<file path="src/lsu_settings.svh">
`ifndef LSU_SETTINGS_SVH
`define LSU_SETTINGS_SVH

// Core address width
`define LSU_ADDR_W 32

// SRAM depth in 32-bit words
// Higher word addresses answer SLVERR
`define LSU_SRAM_WORDS 1024

// Rotating ready pattern of the slave
// A clear bit 0 holds arready/awready/wready low for that cycle
`define LSU_SRAM_WAIT 4'b0110

`endif

</file>
<file path="src/lsu_pkg.sv">
package lsu_pkg;

  // Same encoding as AXI arsize/awsize
  typedef enum logic [1:0] {
    size_byte = 2'd0,
    size_half = 2'd1,
    size_word = 2'd2
  } size_e;

  // One bus word seen as byte lanes or halfword lanes
  typedef union packed {
    logic [3:0][7:0]  bytes;
    logic [1:0][15:0] halves;
  } bus_word_u;

  localparam logic [1:0] resp_okay   = 2'b00;
  localparam logic [1:0] resp_slverr = 2'b10;

endpackage

</file>
<file path="src/load_extract.sv">
module load_extract (
  input  logic [31:0]    rdata,
  input  logic [1:0]     addr_lo,
  input  lsu_pkg::size_e size_q,
  input  logic           sext_q,
  output logic [31:0]    ext_data
);

  lsu_pkg::bus_word_u word;
  logic [7:0]         lane_b;
  logic [15:0]        lane_h;
  logic               sign_b;
  logic               sign_h;

  assign word   = rdata;
  assign lane_b = word.bytes[addr_lo];
  assign lane_h = word.halves[addr_lo[1]];

  // Fill bit is zero for unsigned loads
  assign sign_b = sext_q & lane_b[7];
  assign sign_h = sext_q & lane_h[15];

  always_comb begin
    case (size_q)
      lsu_pkg::size_byte: ext_data = {{24{sign_b}}, lane_b};
      lsu_pkg::size_half: ext_data = {{16{sign_h}}, lane_h};
      default:            ext_data = rdata;  // Word as is
    endcase
  end

endmodule

</file>
<file path="config.mk">
export PLATFORM = sky130hd
export DESIGN_NAME = load_extract
export DESIGN_NICKNAME = d
export VERILOG_FILES = /design/src/lsu_settings.svh /design/src/lsu_pkg.sv /design/src/load_extract.sv
export SDC_FILE = /design/constraint.sdc
export NUM_CORES = 1
export LEC_CHECK = 0
export BUFFER_PORTS_ARGS = -buffer_cell sky130_fd_sc_hd__buf_2
export CORE_MARGIN = 2
export CORE_UTILIZATION = 39
export DETAILED_ROUTE_END_ITERATION = 12
export PLACE_DENSITY_LB_ADDON = 0.08
export SLEW_MARGIN = 25
export SYNTH_ARGS = -nofsm -noshare
export SYNTH_HDL_FRONTEND = slang
export SYNTH_SLANG_ARGS = --single-unit
</file>
<file path="constraint.sdc">
create_clock -name vclk -period 1.1
set_input_delay 0 -clock vclk [all_inputs]
set_output_delay 0 -clock vclk [all_outputs]
set_load 0.01 [all_outputs]
</file>
==> flow_summary.toml <==
[pwr]
swShare_pct = 50.46
total_power_mw = 0.5972
clkPwrFrac_pct = 0
p_sw_mw = 0.3013
leakage_nw = 0.6208
combinationalPowerShare_pct = 100.0
power_density_nw_per_um2 = 507.8
ir_worst_vdd_mv = 0.3049
p_seq_share_pct = 0
power.internal_mw = 0.2959

[min_path]
min_from = "rdata[17]"
whs_endpoint = "ext_data[17]"
holdPathStages = 4
holdCritPathClass = "input pin to output port"

[worst_setup_path]
path_cells = "buf_8, mux4_2, nor3b_4, a221o_1, buf_2"
critPathMaxStageDelay_ns = 0.48
start_kind = "input pin"
arrival_ns = 1.18
required_ns = 1.10
endpoint_kind = "output port"
worstSetupPathType = "input pin to output port"
worstPathMaxFanout = 8
cpMaxStageDelayCell = "mux4_2"

[route]
drt_wl_total_mm = 2.809
drc_errors = 0
first_pass_iters = 4
vias_per_cell = 5.433
vias = 1054
first_iter_violations = 15
postRouteAntennaNets = 0
wl_per_cell_um = 14.48

[sta]
period_share_pct = 107.5
worst_slack_ns = -0.08219
hold_viol_final = 0
worst_pin_slew_ns = 0.4196
max_slew_margin_pct = 72.00
setup_viol = 8
slew_viol_final = 0
max_freq_mhz = 845.9
rsz0062_at_grt = "yes"
fin_crit_ns = 1.182

[global_routing]
grt_pass1_vias = 873
grt_antenna_before_repair = 0
grt_pass1_wl_mm = 3.829
grt_usage_pct = 23.35
overflow = 0
grt_max_degree = 20

[finish]
seqCellArea_um2 = 0
layout-drive-gt1-share_pct = 65.68
nClkBuffers = 0
fillers = 164
stdcell_area_um2 = 1176
nets = 208
antenna_cells = 0
layout.cells.non_filler = 194
syn_to_final_growth_pct = 66.37
nFlopsAndLatches = 0

[floorplan]
pin_count = 69
die_area_um2 = 2169
coreArea_um2 = 1708
fp-row-count = 15
die_h_um = 46.58
initial_core_util_pct = 41.39
die_w_um = 46.58

[synth]
yosysMostFrequentCell = "nand2_1"
synth_seq_area_share_pct = 0
syn_nets = 130
ys_warn_count = 0
synth_top_area_share_pct = 12.74
syn_inst = 93
synth_common_cells = "24 x nand2_1, 10 x o21ai_2, 9 x mux2i_1"
syn_area_um2 = 706.9
synthTopCellsByArea = "mux2i_1 13%, nand2_1 13%, o221a_2 13%, o21ai_2 12%, a221o_1 11%"
ys_types = 21
avgSynthCellArea_um2 = 7.601
synth.largest_area_cell = "mux2i_1"

[placed_design]
pre_cts_ws_ns = -0.1104
io_buffer_count = 69
dpl.cell_count = 193
place.gp.congestion = 0.7981
dpl_cell_area_um2 = 1132
hpwlAfterDp_mm = 2.092

[status]
status = "complete, but fails checks"
violations = "setup timing"

[flow_run]
max_cap_violations = 0
-- area by class of cell --
class / instances / area [um^2] / area share, %
Multi-Input combinational cell: 84 / 659.4 / 56.06
Timing Repair Buffer: 84 / 481.7 / 40.96
Tap cell: 25 / 31.28 / 2.660
Inverter: 1 / 3.754 / 0.3191
-- worst max-delay path, delay by kind of cell --
family / cells / cell delay, ns
buf+inv: 2 / 0.21
mux: 1 / 0.48
simple gates: 1 / 0.20
compound gates: 1 / 0.28
-- power groups by stage --
| stage | registers, mW | clock network [mW] | logic (mW) |
|---|---|---|---|
| 4_1_cts | 0 | 0 | 0.578 |
| 6_report | 0 | 0 | 0.597 |
| 3_5_place_dp | 0 | 0 | 0.572 |
| 5_1_grt | 0 | 0 | 0.643 |
| 2_1_floorplan | 0 | 0 | 0.332 |
| 3_3_place_gp | 0 | 0 | 0.560 |
-- per-layer routing --
layer	track usage, %	wire, um
met3	1.176	211
met4	2.857	27
met2	43.33	1429
met5	0	0
met1	29.95	1141
-- cells by family after synthesis --
group	share of synthesized area (%)
buffers and inverters	9.557
AO/OA/AOI/OAI	51.86
AND/OR/NAND/NOR	20.53
multiplexers	18.05
-- worst max-delay path by stage --
stage                              end       start  slack (ns)  cells past startpoint
final                     ext_data[13]  addr_lo[1]       -0.08                      5
after global routing       ext_data[8]  addr_lo[1]       -0.11                      5
after CTS                  ext_data[8]  addr_lo[1]       -0.08                      5
after detailed placement  ext_data[12]  addr_lo[1]       -0.11                      5
after global placement    ext_data[13]  addr_lo[1]       -0.08                      5
after floorplan            ext_data[7]   size_q[1]        0.16                      4
-- placed cells by master, fill, tap and decap left out, types with 2 or more instances in the layout --
master / n
a22o_1: 8
nand2_1: 24
o21ai_2: 10
o221a_2: 8
nand2b_1: 2
buf_6: 3
buf_2: 67
mux2_4: 2
mux2i_1: 9
o21ai_0: 5
a221o_1: 8
buf_4: 13
-- timing repair --
item,CTS,global route
cloned,0,1
hold buffers,0,0
gates resized for setup,2,7
setup buffers,0,0
pin swaps,0,1
endpoints found under the setup margin,12,24
-- metrics by stage --
| stage | hold WS [ns] | TNS [ns] | utilization, % |
|---|---|---|---|
| 6_report | 0.3056 | -0.5548 | 68.86 |
| 5_1_grt | 0.3255 | -0.7791 | 68.86 |
| 4_1_cts | 0.3072 | -0.5553 | 67.03 |
| 3_5_place_dp | 0.3068 | -0.8160 | 66.30 |
| 3_3_place_gp | 0.2997 | -0.5794 | 66.30 |
| 2_1_floorplan | 0.1147 | 0 | - |
(Power assumes the default switching activity.)
