==> src/lsu_settings.svh <==
`ifndef LSU_SETTINGS_SVH
`define LSU_SETTINGS_SVH

// Core address width
`define LSU_ADDR_W 32

// SRAM depth in 32-bit words
// Higher word addresses answer SLVERR
`define LSU_SRAM_WORDS 1024

// Rotating ready pattern of the slave
// A clear bit 0 holds arready/awready/wready low for that cycle
`define LSU_SRAM_WAIT 4'b0110

`endif

==> src/lsu_pkg.sv <==
package lsu_pkg;

  // Same encoding as AXI arsize/awsize
  typedef enum logic [1:0] {
    size_byte = 2'd0,
    size_half = 2'd1,
    size_word = 2'd2
  } size_e;

  // One bus word seen as byte lanes or halfword lanes
  typedef union packed {
    logic [3:0][7:0]  bytes;
    logic [1:0][15:0] halves;
  } bus_word_u;

  localparam logic [1:0] resp_okay   = 2'b00;
  localparam logic [1:0] resp_slverr = 2'b10;

endpackage

==> src/lsu_ctrl.sv <==
`include "lsu_settings.svh"

module lsu_ctrl (
  input  logic                   clock,
  input  logic                   reset,
  input  logic                   ren,
  input  logic                   wen,
  input  logic [`LSU_ADDR_W-1:0] addr,
  input  logic [31:0]            wsrc,
  input  lsu_pkg::size_e         size,
  input  logic                   sext,
  input  logic [31:0]            exu_r_wdata,
  input  logic [31:0]            ext_data,
  input  logic                   arready,
  input  logic                   rvalid,
  input  logic [1:0]             rresp,
  input  logic                   awready,
  input  logic                   wready,
  input  logic                   bvalid,
  input  logic [1:0]             bresp,
  output logic [31:0]            r_wdata,
  output logic                   block,
  output logic                   fault,
  output logic [`LSU_ADDR_W-1:0] addr_q,
  output lsu_pkg::size_e         size_q,
  output logic                   sext_q,
  output logic [31:0]            wsrc_q,
  output logic                   arvalid,
  output logic                   rready,
  output logic                   awvalid,
  output logic                   wvalid,
  output logic                   bready
);

  logic take;
  logic ar_done;
  logic r_done;
  logic aw_done;
  logic w_done;
  logic b_done;

  assign take    = ~block & (ren | wen);  // New request accepted
  assign ar_done = arvalid & arready;
  assign r_done  = rready & rvalid;
  assign aw_done = awvalid & awready;
  assign w_done  = wvalid & wready;
  assign b_done  = bready & bvalid;

  always_ff @(posedge clock) begin
    if (reset) begin
      block   <= 1'b0;
      fault   <= 1'b0;
      arvalid <= 1'b0;
      rready  <= 1'b0;
      awvalid <= 1'b0;
      wvalid  <= 1'b0;
      bready  <= 1'b0;
    end else begin
      fault <= 1'b0;  // Single cycle pulse

      if (take) begin
        block   <= 1'b1;
        arvalid <= ren;
        awvalid <= wen;  // AW and W raised together
        wvalid  <= wen;
      end

      if (ar_done) begin
        arvalid <= 1'b0;
        rready  <= 1'b1;
      end

      if (r_done) begin
        rready <= 1'b0;
        block  <= 1'b0;
        fault  <= (rresp != lsu_pkg::resp_okay);
      end

      if (aw_done)
        awvalid <= 1'b0;

      if (w_done) begin
        wvalid <= 1'b0;
        bready <= 1'b1;
      end

      if (b_done) begin
        bready <= 1'b0;
        block  <= 1'b0;
        fault  <= (bresp != lsu_pkg::resp_okay);
      end
    end
  end

  always_ff @(posedge clock) begin
    if (take) begin
      addr_q <= addr;
      size_q <= size;
      sext_q <= sext;
      wsrc_q <= wsrc;
    end

    // Idle pass-through of the execute result
    if (!block)
      r_wdata <= exu_r_wdata;
    else if (r_done)
      r_wdata <= (rresp == lsu_pkg::resp_okay) ? ext_data : 32'd0;
  end

endmodule

==> config.mk <==
export PLATFORM = sky130hd
export DESIGN_NAME = lsu_ctrl
export DESIGN_NICKNAME = d
export VERILOG_FILES = /design/src/lsu_pkg.sv /design/src/lsu_ctrl.sv
export VERILOG_INCLUDE_DIRS = /design/src /design/src/src
export SDC_FILE = /design/constraint.sdc
export NUM_CORES = 1
export LEC_CHECK = 0
export ABC_AREA = 1
export BUFFER_PORTS_ARGS = -buffer_cell sky130_fd_sc_hd__buf_2
export CAP_MARGIN = 40
export CORE_MARGIN = 4
export CORE_UTILIZATION = 35
export CTS_CLUSTER_DIAMETER = 60
export DETAILED_ROUTE_END_ITERATION = 8
export GPL_TIMING_DRIVEN = 0
export PLACE_DENSITY = 0.71
export SYNTH_ARGS = -nofsm -noshare
export SYNTH_HDL_FRONTEND = slang
export SYNTH_SLANG_ARGS = --single-unit
export TNS_END_PERCENT = 1
==> constraint.sdc <==
create_clock -name clock -period 3 [get_ports clock]
set_clock_uncertainty 0.05 [all_clocks]
set_input_delay 0.45 -clock clock [delete_from_list [all_inputs] [get_ports clock]]
set_output_delay 0.45 -clock clock [all_outputs]
set_load 0.005 [all_outputs]
==> results.tsv <==
metric	value	unit
worst-path-max-fanout	36	
setup_viol	0	
totalWireLength	10800	um
switching_power	0.740	mW
fin_crit_sh	60.6	%
fmax	550	MHz
clockBufferDepth	2	
clock_sinks	106	
drive_gt1_share	54.5	%
worst_hold_path_type	primary input to flop	
io_buffers	249	
synth_top_family_by_area	simple AND/OR/NAND/NOR gates	
synth_nets	393	
synth_area_leader_cell	edfxtp_1	
nets	656	
rsz0062_at_grt	no	
cellPowerDensity	554	nW/um^2
post-cts-setup-buffers	0	
die-area	12600	sq um
dr.pass1.iters	4	
critPathLaunchType	flop	
synth_cell_type_count	15	
antenna_found_initial	1	
synthTopCellsByCount	edfxtp_1, nand2_1, nand3_1	
synth-edff-count	99	
max_cap_viol_count	0	
synth.most_common_cell	edfxtp_1	
routedWlPerCell	16.5	um
comb_power_share	13.8	%
drv_slew	0	
grt_usage	16.5	%
synth-simple-area-share	13.1	%
clk_pin_slew	0.10	ns
utilization	52.0	%
critPathTopFamily	buffers and inverters	
syn_area_per_cell	15.2	sq um
synthAdderAreaFrac	0	%
antenna_cells	0	
seq_area_frac_synth	82.0	%
rows	37	
initial_core_util	36.3	%
grt_pass1_vias	2966	
outcome	completed	
synthTopCellsByArea	edfxtp_1, nand2_1, nand3_1	
synth_compound_area_share	1.48	%
hold_viol	0	
crit_type	flop to flop	
drc	0	
core	10500	sq um
synth_top_flop_cell	edfxtp_1	
avgViaCountPerCell	4.52	
synth-seq-cells	106	
dpl.cell_count	637	
clkPwrFrac	26.4	%
root_buffer	clkbuf_8	
first_iter_violations	180	
crit_path_max_incr_delay	0.51	ns
period_minus_slack	1.82	ns
cts_made_buffers	9	
synth_top_area_share	78.3	%
worstSkewPairLatency	0.37	ns
ios	250	
vias	2954	
slew_headroom	53.9	%
place.gp.congestion	0.813	
synth_area	3790	sq um
ir_worst_vdd	0.000220	V
syn_inst	249	
ant_nets	0	
intPower	2.27	mW
worst-path-buf-inv	4	
path_cells	buf_6, inv_8, o21ai_4, inv_2, buf_12	
grt_overflow	0	
finalSetupTns	0	ns
dp_hpwl	8770	um
synth-xor-area-share	0	%
end_kind	flop	
die_h	112	um
htree_levels	3	
yosys_warnings	0	
slowest_stage	inv_2	
grt_pass1_wl	15800	um
p_leak	2.56	nW
cts.repair.resized	0	
crit_arrival	1.83	ns
tritoncts	built	
instances_no_fill	653	
holdBufCountCts	0	
seq_power_share	59.8	%
die_w	112	um
tightest_slew	0.690	ns
p_sw_share	24.6	%
crit_required	3.01	ns
area_growth	43.3	%
pre_cts_slack	1.11	ns
synth-async-reset-ratio	0	%
fin_ws	1.18	ns
grt_max_degree	37	
synthMuxAreaShare	0	%
-- final timing paths --
kind                                from          to  slack, ns  depth (start not counted)
worst max-delay path               block  wsrc_q[23]       1.18                          5
worst min-delay path            wsrc[30]  wsrc_q[30]       0.20                          1
worst max register to register     block  wsrc_q[23]       1.18                          5
worst min register to register   awvalid     awvalid       0.45                          2
-- cells in the final DEF (no fill, tap or decap), types with 3 or more instances in the layout --
cell      instances
dfxtp_1           7
edfxtp_1         99
clkbuf_8          9
o21ai_0           3
nand3_1          33
a21oi_1           5
buf_2           249
nand2_1          80
nor2_1            4
buf_4             3
buf_6             7
-- state kept, by name (all words and copies together), names as in the netlist, 2 cells and up --
name / count
addr_q: 32
r_wdata: 32
size_q: 2
wsrc_q: 32
-- per-layer routing --
| layer | track usage [%] | up-vias | share of wire (%) | wire (um) |
|---|---|---|---|---|
| met5 | 0 | - | 0.12 | 13 |
| met4 | 5.93 | 2 | 1.7 | 187 |
| met3 | 5.71 | 18 | 10 | 1110 |
| met2 | 28.9 | 159 | 50 | 5360 |
| met1 | 18.7 | 1368 | 38 | 4130 |
| li1 | - | 1407 | - | - |
-- area by class of cell --
cell class	instances	area, sq um
fillers	945	5020
flip-flops and latches	106	3110
repair buffers	252	1300
multi-input cells	128	554
well taps	136	170
clock buffers	9	124
plain buffers	10	101
clock inverters	7	52.6
inverters	5	26.3
-- worst register-to-register path, delay by kind of cell (launching register included) --
kind,cells,cell delay [ns]
buffers and inverters,4,1.05
AOI/OAI and AO/OA,1,0.08
DFF,1,0.33
-- power groups by stage --
| stage | logic, mW | clock network, mW | registers, mW |
|---|---|---|---|
| 2_1_floorplan | 0.124 | 0 | 1.86 |
| 3_3_place_gp | 0.400 | 0 | 1.84 |
| 3_5_place_dp | 0.426 | 0 | 1.84 |
| 4_1_cts | 0.426 | 0.833 | 1.81 |
| 5_1_grt | 0.460 | 0.884 | 1.82 |
| 6_report | 0.416 | 0.795 | 1.80 |
-- cells by family after synthesis --
family | after synthesis
AND/OR/NAND/NOR | 119
buffers and inverters | 15
AO/OA/AOI/OAI | 9
flip-flops | 106
-- metrics by stage --
stage / power [mW] / hold slack, ns / cell area [sq um]
global placement: 2.24 / 0.418 / 5210
global route: 3.16 / 0.175 / 5440
detailed placement: 2.27 / 0.431 / 5260
finish: 3.02 / 0.205 / 5440
floorplan: 1.99 / 0.413 / 3790
CTS: 3.07 / 0.182 / 5440
Note: power is estimated with default switching activity, not from simulation.
