### src/lsu_settings.svh
`ifndef LSU_SETTINGS_SVH
`define LSU_SETTINGS_SVH

// Core address width
`define LSU_ADDR_W 32

// SRAM depth in 32-bit words
// Higher word addresses answer SLVERR
`define LSU_SRAM_WORDS 1024

// Rotating ready pattern of the slave
// A clear bit 0 holds arready/awready/wready low for that cycle
`define LSU_SRAM_WAIT 4'b0110

`endif

### src/lsu_pkg.sv
package lsu_pkg;

  // Same encoding as AXI arsize/awsize
  typedef enum logic [1:0] {
    size_byte = 2'd0,
    size_half = 2'd1,
    size_word = 2'd2
  } size_e;

  // One bus word seen as byte lanes or halfword lanes
  typedef union packed {
    logic [3:0][7:0]  bytes;
    logic [1:0][15:0] halves;
  } bus_word_u;

  localparam logic [1:0] resp_okay   = 2'b00;
  localparam logic [1:0] resp_slverr = 2'b10;

endpackage

### src/store_align.sv
module store_align (
  input  logic [31:0]    wsrc_q,
  input  logic [1:0]     addr_lo,
  input  lsu_pkg::size_e size_q,
  output logic [31:0]    wdata,
  output logic [3:0]     wstrb
);

  lsu_pkg::bus_word_u word;

  always_comb begin
    word  = '0;
    wstrb = 4'b0000;
    case (size_q)
      lsu_pkg::size_byte: begin
        word.bytes[addr_lo] = wsrc_q[7:0];
        wstrb[addr_lo]      = 1'b1;
      end
      lsu_pkg::size_half: begin
        // Aligned half so bit 0 of the offset is zero
        word.halves[addr_lo[1]] = wsrc_q[15:0];
        wstrb = addr_lo[1] ? 4'b1100 : 4'b0011;
      end
      default: begin
        word  = wsrc_q;
        wstrb = 4'b1111;
      end
    endcase
  end

  assign wdata = word;

endmodule

### config.mk
export PLATFORM = sky130hd
export DESIGN_NAME = store_align
export DESIGN_NICKNAME = d
export VERILOG_FILES = /design/src/lsu_settings.svh /design/src/lsu_pkg.sv /design/src/store_align.sv
export SDC_FILE = /design/constraint.sdc
export NUM_CORES = 1
export LEC_CHECK = 0
export BUFFER_PORTS_ARGS = -buffer_cell sky130_fd_sc_hd__buf_2
export CORE_MARGIN = 4
export CORE_UTILIZATION = 33
export DETAILED_ROUTE_END_ITERATION = 7
export PLACE_DENSITY = 0.94
export SYNTH_ARGS = -nofsm -noshare
export SYNTH_HDL_FRONTEND = slang
export SYNTH_SLANG_ARGS = --single-unit
### constraint.sdc
create_clock -name vclk -period 3.1
set_input_delay 0.62 -clock vclk [all_inputs]
set_output_delay 0.62 -clock vclk [all_outputs]
set_load 0.05 [all_outputs]
==> results of run 1 <==
-- area by class of cell --
cell class         instances  share of cell area (%)
inverters                  9                    4.11
multi-input cells         59                    48.9
well taps                 15                    2.28
repair buffers            73                    44.7
-- layout by cell type, fill, tap and decap left out, drive strengths merged, types with 2 or more instances in the layout --
master and count:
and2 8, o21bai 4, nor2 2, buf 73, nor2b 2, a22o 8
nand3 8, o21ai 8, inv 9, a222oi 8, nand2 8
-- stage by stage --
| step | worst slack (ns) | cells | cell area (um2) |
|---|---|---|---|
| after detailed placement | 0.522 | 156 | 822 |
| after floorplan | 0.480 | 74 | 467 |
| after global routing | 0.350 | 156 | 822 |
| after CTS | 0.524 | 156 | 822 |
| after global placement | 0.560 | 156 | 822 |
| final | 0.475 | 156 | 822 |
-- path summary, 6_finish.rpt --
check                 depth (start not counted)  slack, ns  startpoint   endpoint
worst min-delay path                          4       1.66   wsrc_q[7]  wdata[15]
worst max-delay path                          5       0.47   size_q[1]  wdata[24]
-- power breakdown --
group          total [uW]  switching, uW  internal (uW)  leakage (uW)
Combinational         240            176           63.4      0.000519
Sequential              0              0              0             0
Clock                   0              0              0             0
Total                 240            176           63.4      0.000519
-- synthesized netlist by cell type --
cell type / count / area share [%]
sky130_fd_sc_hd__o21bai_2: 1 / 2.4
sky130_fd_sc_hd__o21bai_1: 3 / 4.8
sky130_fd_sc_hd__a22o_1: 8 / 15
sky130_fd_sc_hd__and4bb_2: 1 / 2.7
sky130_fd_sc_hd__nand3_1: 8 / 8.6
sky130_fd_sc_hd__nor2b_1: 2 / 2.7
sky130_fd_sc_hd__and3b_1: 1 / 1.9
sky130_fd_sc_hd__o21ai_0: 8 / 8.6
sky130_fd_sc_hd__nor2_1: 2 / 1.6
sky130_fd_sc_hd__nor3_4: 1 / 3.5
sky130_fd_sc_hd__buf_4: 1 / 1.6
sky130_fd_sc_hd__a222oi_1: 8 / 17
sky130_fd_sc_hd__clkbuf_1: 1 / 0.80
sky130_fd_sc_hd__and2_1: 8 / 11
sky130_fd_sc_hd__inv_1: 9 / 7.2
sky130_fd_sc_hd__nand2_1: 8 / 6.4
sky130_fd_sc_hd__buf_2: 4 / 4.3
-- worst max-delay path, cell delays in order --
cell	delay, ns
sky130_fd_sc_hd__buf_2	0.40
sky130_fd_sc_hd__and3b_1	0.36
sky130_fd_sc_hd__a222oi_1	0.33
sky130_fd_sc_hd__inv_1	0.07
sky130_fd_sc_hd__buf_2	0.21
-- metal layers --
| layer | track usage, % | vias to the layer above | routed length, um |
|---|---|---|---|
| met2 | 34.3 | 65 | 1080 |
| met1 | 22.4 | 382 | 767 |
| met5 | 0 | - | 0 |
| met3 | 1.58 | 4 | 304 |
| met4 | 4.09 | 0 | 34 |
| li1 | - | 416 | - |
-- logic make-up (layout without fill, tap and decap cells) --
| family | count (synthesis) | in the layout | synth area share, % |
|---|---|---|---|
| AO/OA/AOI/OAI | 28 | 28 | 48.0 |
| buffers and inverters | 15 | 82 | 13.9 |
| AND/OR/NAND/NOR | 31 | 31 | 38.1 |
==> results.txt, run 1 <==
In this run the remaining antenna-violating nets after routing total 0. The initial utilization of the core area, before any placement, comes to 35.4%. The number of I/O port buffers came out at 72. The flow ran to the end, and the final reports show no timing, DRC or antenna violations. The routed length per placed instance was 14.0 um. In this run, distinct cell masters in the synthesized netlist total 17.

The analysis attributes to cell leakage a power of 0.000519 uW. The filler cells instantiated in the layout total 127. The die height was 45.6 um. For the worst setup path, the data arrival time is 2.01 ns.

The logs give 2960 um for the global-route wire length before repair and 0.000137 V for the worst voltage drop across the vdd grid. The tightest slew margin relative to the limit came out at 64.9%. Clock buffers in the final layout number 0.

The DRC violations left was 0; the total congestion overflow was 0. The tools report the detailed-placement wirelength estimate as 1750 um. After layout, the minimum clock period comes to 2.63 ns. Yosys printed 0 warnings. The number of iterations in the first detailed-routing pass was 5; the share of synthesized area occupied by flip-flops and latches was 0%. The routed layout has 867 vias.

For the routed wire length, the log shows 2180 um. After clock tree synthesis, the repair step resized 0 gates. STA classifies the critical path endpoint as an output port. The die covers 2080 um2. The tools report the layout sequential cell count as 0. Cells fill 62.4% of the core in the end. The final count of negative-setup-slack endpoints was 0; the worst-path maximum fanout was 32. The pin count of the biggest net entering global routing came out at 33.

In this run, post-CTS hold repair placed 0 buffers. After technology mapping, the gate count stands at 74. After floorplanning, the core was divided into 13 placement rows. The overall fraction of global-route tracks in use is 18.4%. Based on the critical path, the design can be clocked at up to 0.381 GHz.

The path class of the tightest hold or removal check is primary input to output port. The placeable core area was 1320 um2; the number of global-route vias before repair was 732. The synthesized netlist occupies a cell area of 467 um2. The slew at the pin closest to its max-slew limit works out to 0.526 ns.

STA classifies the critical path startpoint as a primary input. For this design the top-level I/O count stands at 72. The floorplan step set the die width to 45.6 um. The final hold violation count was 0. The routability-driven placement congestion ratio is 0.723, and the total power divided by cell area is 292 nW/um2. For the total nets after synthesis, the log shows 110. Adding up every negative setup slack in the final design gives 0 ns.

The total of max-cap violations was 0; the number of antenna diodes was 0. The total power after layout came out at 240 uW. The number of vias per cell after detailed routing was 5.56; the combined area of the multi-input logic cells was 402 um2. The total count of max-transition violations in the final report was 0; the final net count was 179.

The post-route netlist has 53.9% of its cells at a drive strength greater than 1. Hold is met by 1.66 ns. The run gives 2.48 ns as the critical path data required time. Setup repair after global routing left no endpoint under its margin. After layout, the worst path uses 84.7% of the clock period. Post-CTS timing repair inserted 0 buffers for setup. The run gives 0 as the number of antenna violations at the first check in global routing. The area growth from synthesis to layout is 76.1%. The sequential cells in the finished layout cover a total of 0 um2. Each instance of the synthesized netlist takes up on average 6.31 um2.

By startpoint and endpoint, the worst setup path is classified as primary input to output port. The number of DRC markers in iteration 0 is 43.
No activity file was read; power rests on OpenSTA's default activity.
==> run 2, diff against run 1 <==
- ABC_AREA: default -> 1
- CORE_UTILIZATION: 33 -> 36
- PLACE_DENSITY: 0.94 -> 0.88
- clock period: 3.1 -> 2.5 ns (I/O delays scaled with it)
==> run 2 against run 1 <==
Against the previous run: core utilization shrank 3.2 points; non-clock buffer count is the same; global-route usage grew 0.13 points; worst hold slack lost 0.27 ns; critical path depth grew 1; sequential share of layout area is the same; die area grew 22%; via count grew 23%; combinational power grew 36%; clock-buffer cell count is the same; synthesized cell count grew 88%; cell area grew 23%; largest power group unchanged.
==> results.txt, run 2 <==
The reported leakage power is 0.000711 uW (+37%), and the die height is 50.3 um (+10%). The total nets after synthesis was 175 (+59%). The worst path arrival time is 1.64 ns (-0.37 ns).

The delay of the slowest cell on the worst path was 0.28 ns (-0.12 ns); the remaining antenna violation count after routing was 0 (unchanged). The tools report the number of distinct standard cells referenced by the synthesized netlist as 15 (-2). The run gives 0 (unchanged) as the count of clock-net buffers in the final layout. The buffer and inverter count on the worst path was 4 (+1). The tightest slew margin relative to the limit came out at 79.1% (+14 points). The critical path is of the primary input to output port type. For the cell area reported after detailed placement, the log shows 1010 um2 (+23%). The number of global-route vias before repair was 885 (+21%); the shortest period the worst path allows was 2.14 ns.

The area share of the largest cell type after synthesis works out to 32.0% (+15 points). The share of synthesized area occupied by flip-flops and latches came out at 0% (unchanged). Combined area of the multi-input logic cells: 534 um2 (+33%). The number of I/O port buffers was 72 (unchanged).

The routed wire length is 2500 um (+15%). For the met3 track demand over resource, the log shows 1.78% (+0.20 points). In the layout the commonest cells are 72 x sky130_fd_sc_hd__buf_2, 55 x sky130_fd_sc_hd__nand2_1, 32 x sky130_fd_sc_hd__nand3_1. The DRC violations left came out at 0 (unchanged). The worst voltage drop across the vdd grid was 0.000173 V (+27%); the post-CTS repair timing setup buffer count was 0 (unchanged). For the detailed-placement wirelength estimate, the log shows 2020 um (+16%). The library cell used most frequently in the layout, excluding fill and tap cells, is sky130_fd_sc_hd__buf_2.

The final critical path takes up 85.6% of the cycle. The run gives 0 (unchanged) as the post-cts repair resize count. Worst hold path class: primary input to output port. The run gives 1,068 (+23%) as the overall via count from detail_route. Cell taking the most area after synthesis: sky130_fd_sc_hd__nand2_1. The gate count after technology mapping was 139 (+88%); the initial core utilization was 37.7% (+2.3 points). The slowest stage of the critical path is the sky130_fd_sc_hd__buf_2 cell. The post-synthesis cell area came out at 644 um2 (+38%). In this design, the critical path's most frequently occurring cell is sky130_fd_sc_hd__buf_2. The run gives 0 (unchanged) as the number of antenna violations at the first check in global routing. Dominant delay contributor by cell family on the critical path: buffers and inverters. The area growth from synthesis to layout is 56.9%. The logs give 1710 um2 (+30%) for the placeable core area and 0 (unchanged) for the layout sequential cell count. The pin count of the biggest net entering global routing was 20 (-39%); the number of DRC markers in iteration 0 was 24 (-44%).

The sequential cell area came out at 0 um2 (unchanged). The final count of negative-setup-slack endpoints came out at 0 (unchanged). After synthesis, the cell types taking the most area are sky130_fd_sc_hd__nand2_1 32%, sky130_fd_sc_hd__nand3_1 25%, sky130_fd_sc_hd__inv_1 9.9%.

The final net count was 246 (+37%). The full die area was 2530 um2 (+22%). STA classifies the critical path endpoint as an output port. The x dimension of the die is 50.3 um (+10%), and the floorplan row count is 15 (+2).

For the overall fraction of global-route tracks in use, the log shows 18.6% (+0.13 points). The number of vias per cell after detailed routing came out at 4.58 (-18%). After synthesis, the most frequently instantiated cells are 55 x sky130_fd_sc_hd__nand2_1, 32 x sky130_fd_sc_hd__nand3_1, 17 x sky130_fd_sc_hd__inv_1, 17 x sky130_fd_sc_hd__nor2_1.

The total power divided by cell area is 323 nW/um2 (+11%), and the highest achievable clock rate is 0.467 GHz. Total of max-cap violations: 0 (unchanged). The run gives 0 (unchanged) as the final hold violation count.

The tools report the critical path data required time as 2.00 ns (-0.48 ns). The number of iterations in the first detailed-routing pass was 4 (-1); the summed negative setup slack over all endpoints was 0 ns (unchanged). The routed length per placed instance works out to 10.7 um (-23%).

The logs give 0 (unchanged) for the total count of max-transition violations in the final report and 0 (unchanged) for the number of antenna diodes. STA classifies the critical path startpoint as a primary input. The worst-path maximum fanout works out to 10 (-69%).

The synthesized area per cell was 4.64 um2 (-26%); the routability-driven placement congestion ratio was 0.786 (+8.8%). The fraction of layout instances using a drive strength above 1 came out at 39.9% (-14 points). Setup repair after global routing left no endpoint under its margin.

For the number of primary I/O pins, the log shows 72 (unchanged). For the total congestion overflow, the log shows 0 (unchanged). The global routing usage on met2 is 33.9% (-0.35 points), and the number of warnings printed during yosys synthesis is 0 (unchanged). In this run the most used layer during global routing was met2.

The leading cell type by number of instances after synthesis is sky130_fd_sc_hd__nand2_1. Traced cell by cell, the critical path runs through buf_2 -> inv_1 -> nand2_2 -> inv_2 -> a21oi_1 -> buf_2. The global-route wire length before repair came out at 3950 um (+33%).

The run finished with clean final reports. The area of all placed cells without fillers is 1010 um2 (+23%), and the slew at the pin closest to its max-slew limit is 0.313 ns (-0.213 ns). The global-route met1 utilization was 24.8% (+2.4 points); the number of hold buffers added after cts was 0 (unchanged). The fill cell instance count of the final layout is 193 (+52%).
[run 2: layout make-up]
class,instances,share of cell area (%)
inverter,20,7.67
multi-input combinational,115,52.8
timing repair buffer,73,36.4
tap,25,3.09
[run 2: final timing paths]
path / startpoint / to / cells after the start
setup / recovery: size_q[1] / wstrb[1] / 6
hold / removal: wsrc_q[18] / wdata[18] / 4
[run 2: kinds of logic after synthesis]
family	Yosys count	synth area share [%]
AOI/OAI and AO/OA	2	1.55
and+or+nand+nor	113	81.4
buffers and inverters	24	17.1
[run 2: per-layer routing]
metal  vias up  wire length (um)  part of all wire [%]
li1        574                 -                     -
met1       439              1020                    41
met2        55              1240                    50
met3         0               241                   9.6
met4         0                 0                     0
met5         -                 0                     0
[run 2: worst min-delay path: stages]
cell	delay [ns]
sky130_fd_sc_hd__buf_2	0.09
sky130_fd_sc_hd__nand2_1	0.05
sky130_fd_sc_hd__nand2_1	0.04
sky130_fd_sc_hd__buf_2	0.20
[run 2: report_power, final]
part	total, uW	switching, uW	internal, uW
clock network	0	0	0
registers	0	0	0
logic	327	249	78.0
total	327	249	78.0
[run 2: stage by stage]
step / std cells / utilization, % / setup slack [ns] / hold slack [ns] / power [uW]
global route: 233 / 59.2 / 0.243 / 1.40 / 348
finish: 233 / 59.2 / 0.359 / 1.39 / 327
floorplan: 139 / - / 0.381 / 1.24 / 239
CTS: 233 / 59.2 / 0.355 / 1.39 / 328
detailed placement: 233 / 59.2 / 0.357 / 1.39 / 327
global placement: 233 / 59.2 / 0.387 / 1.38 / 327
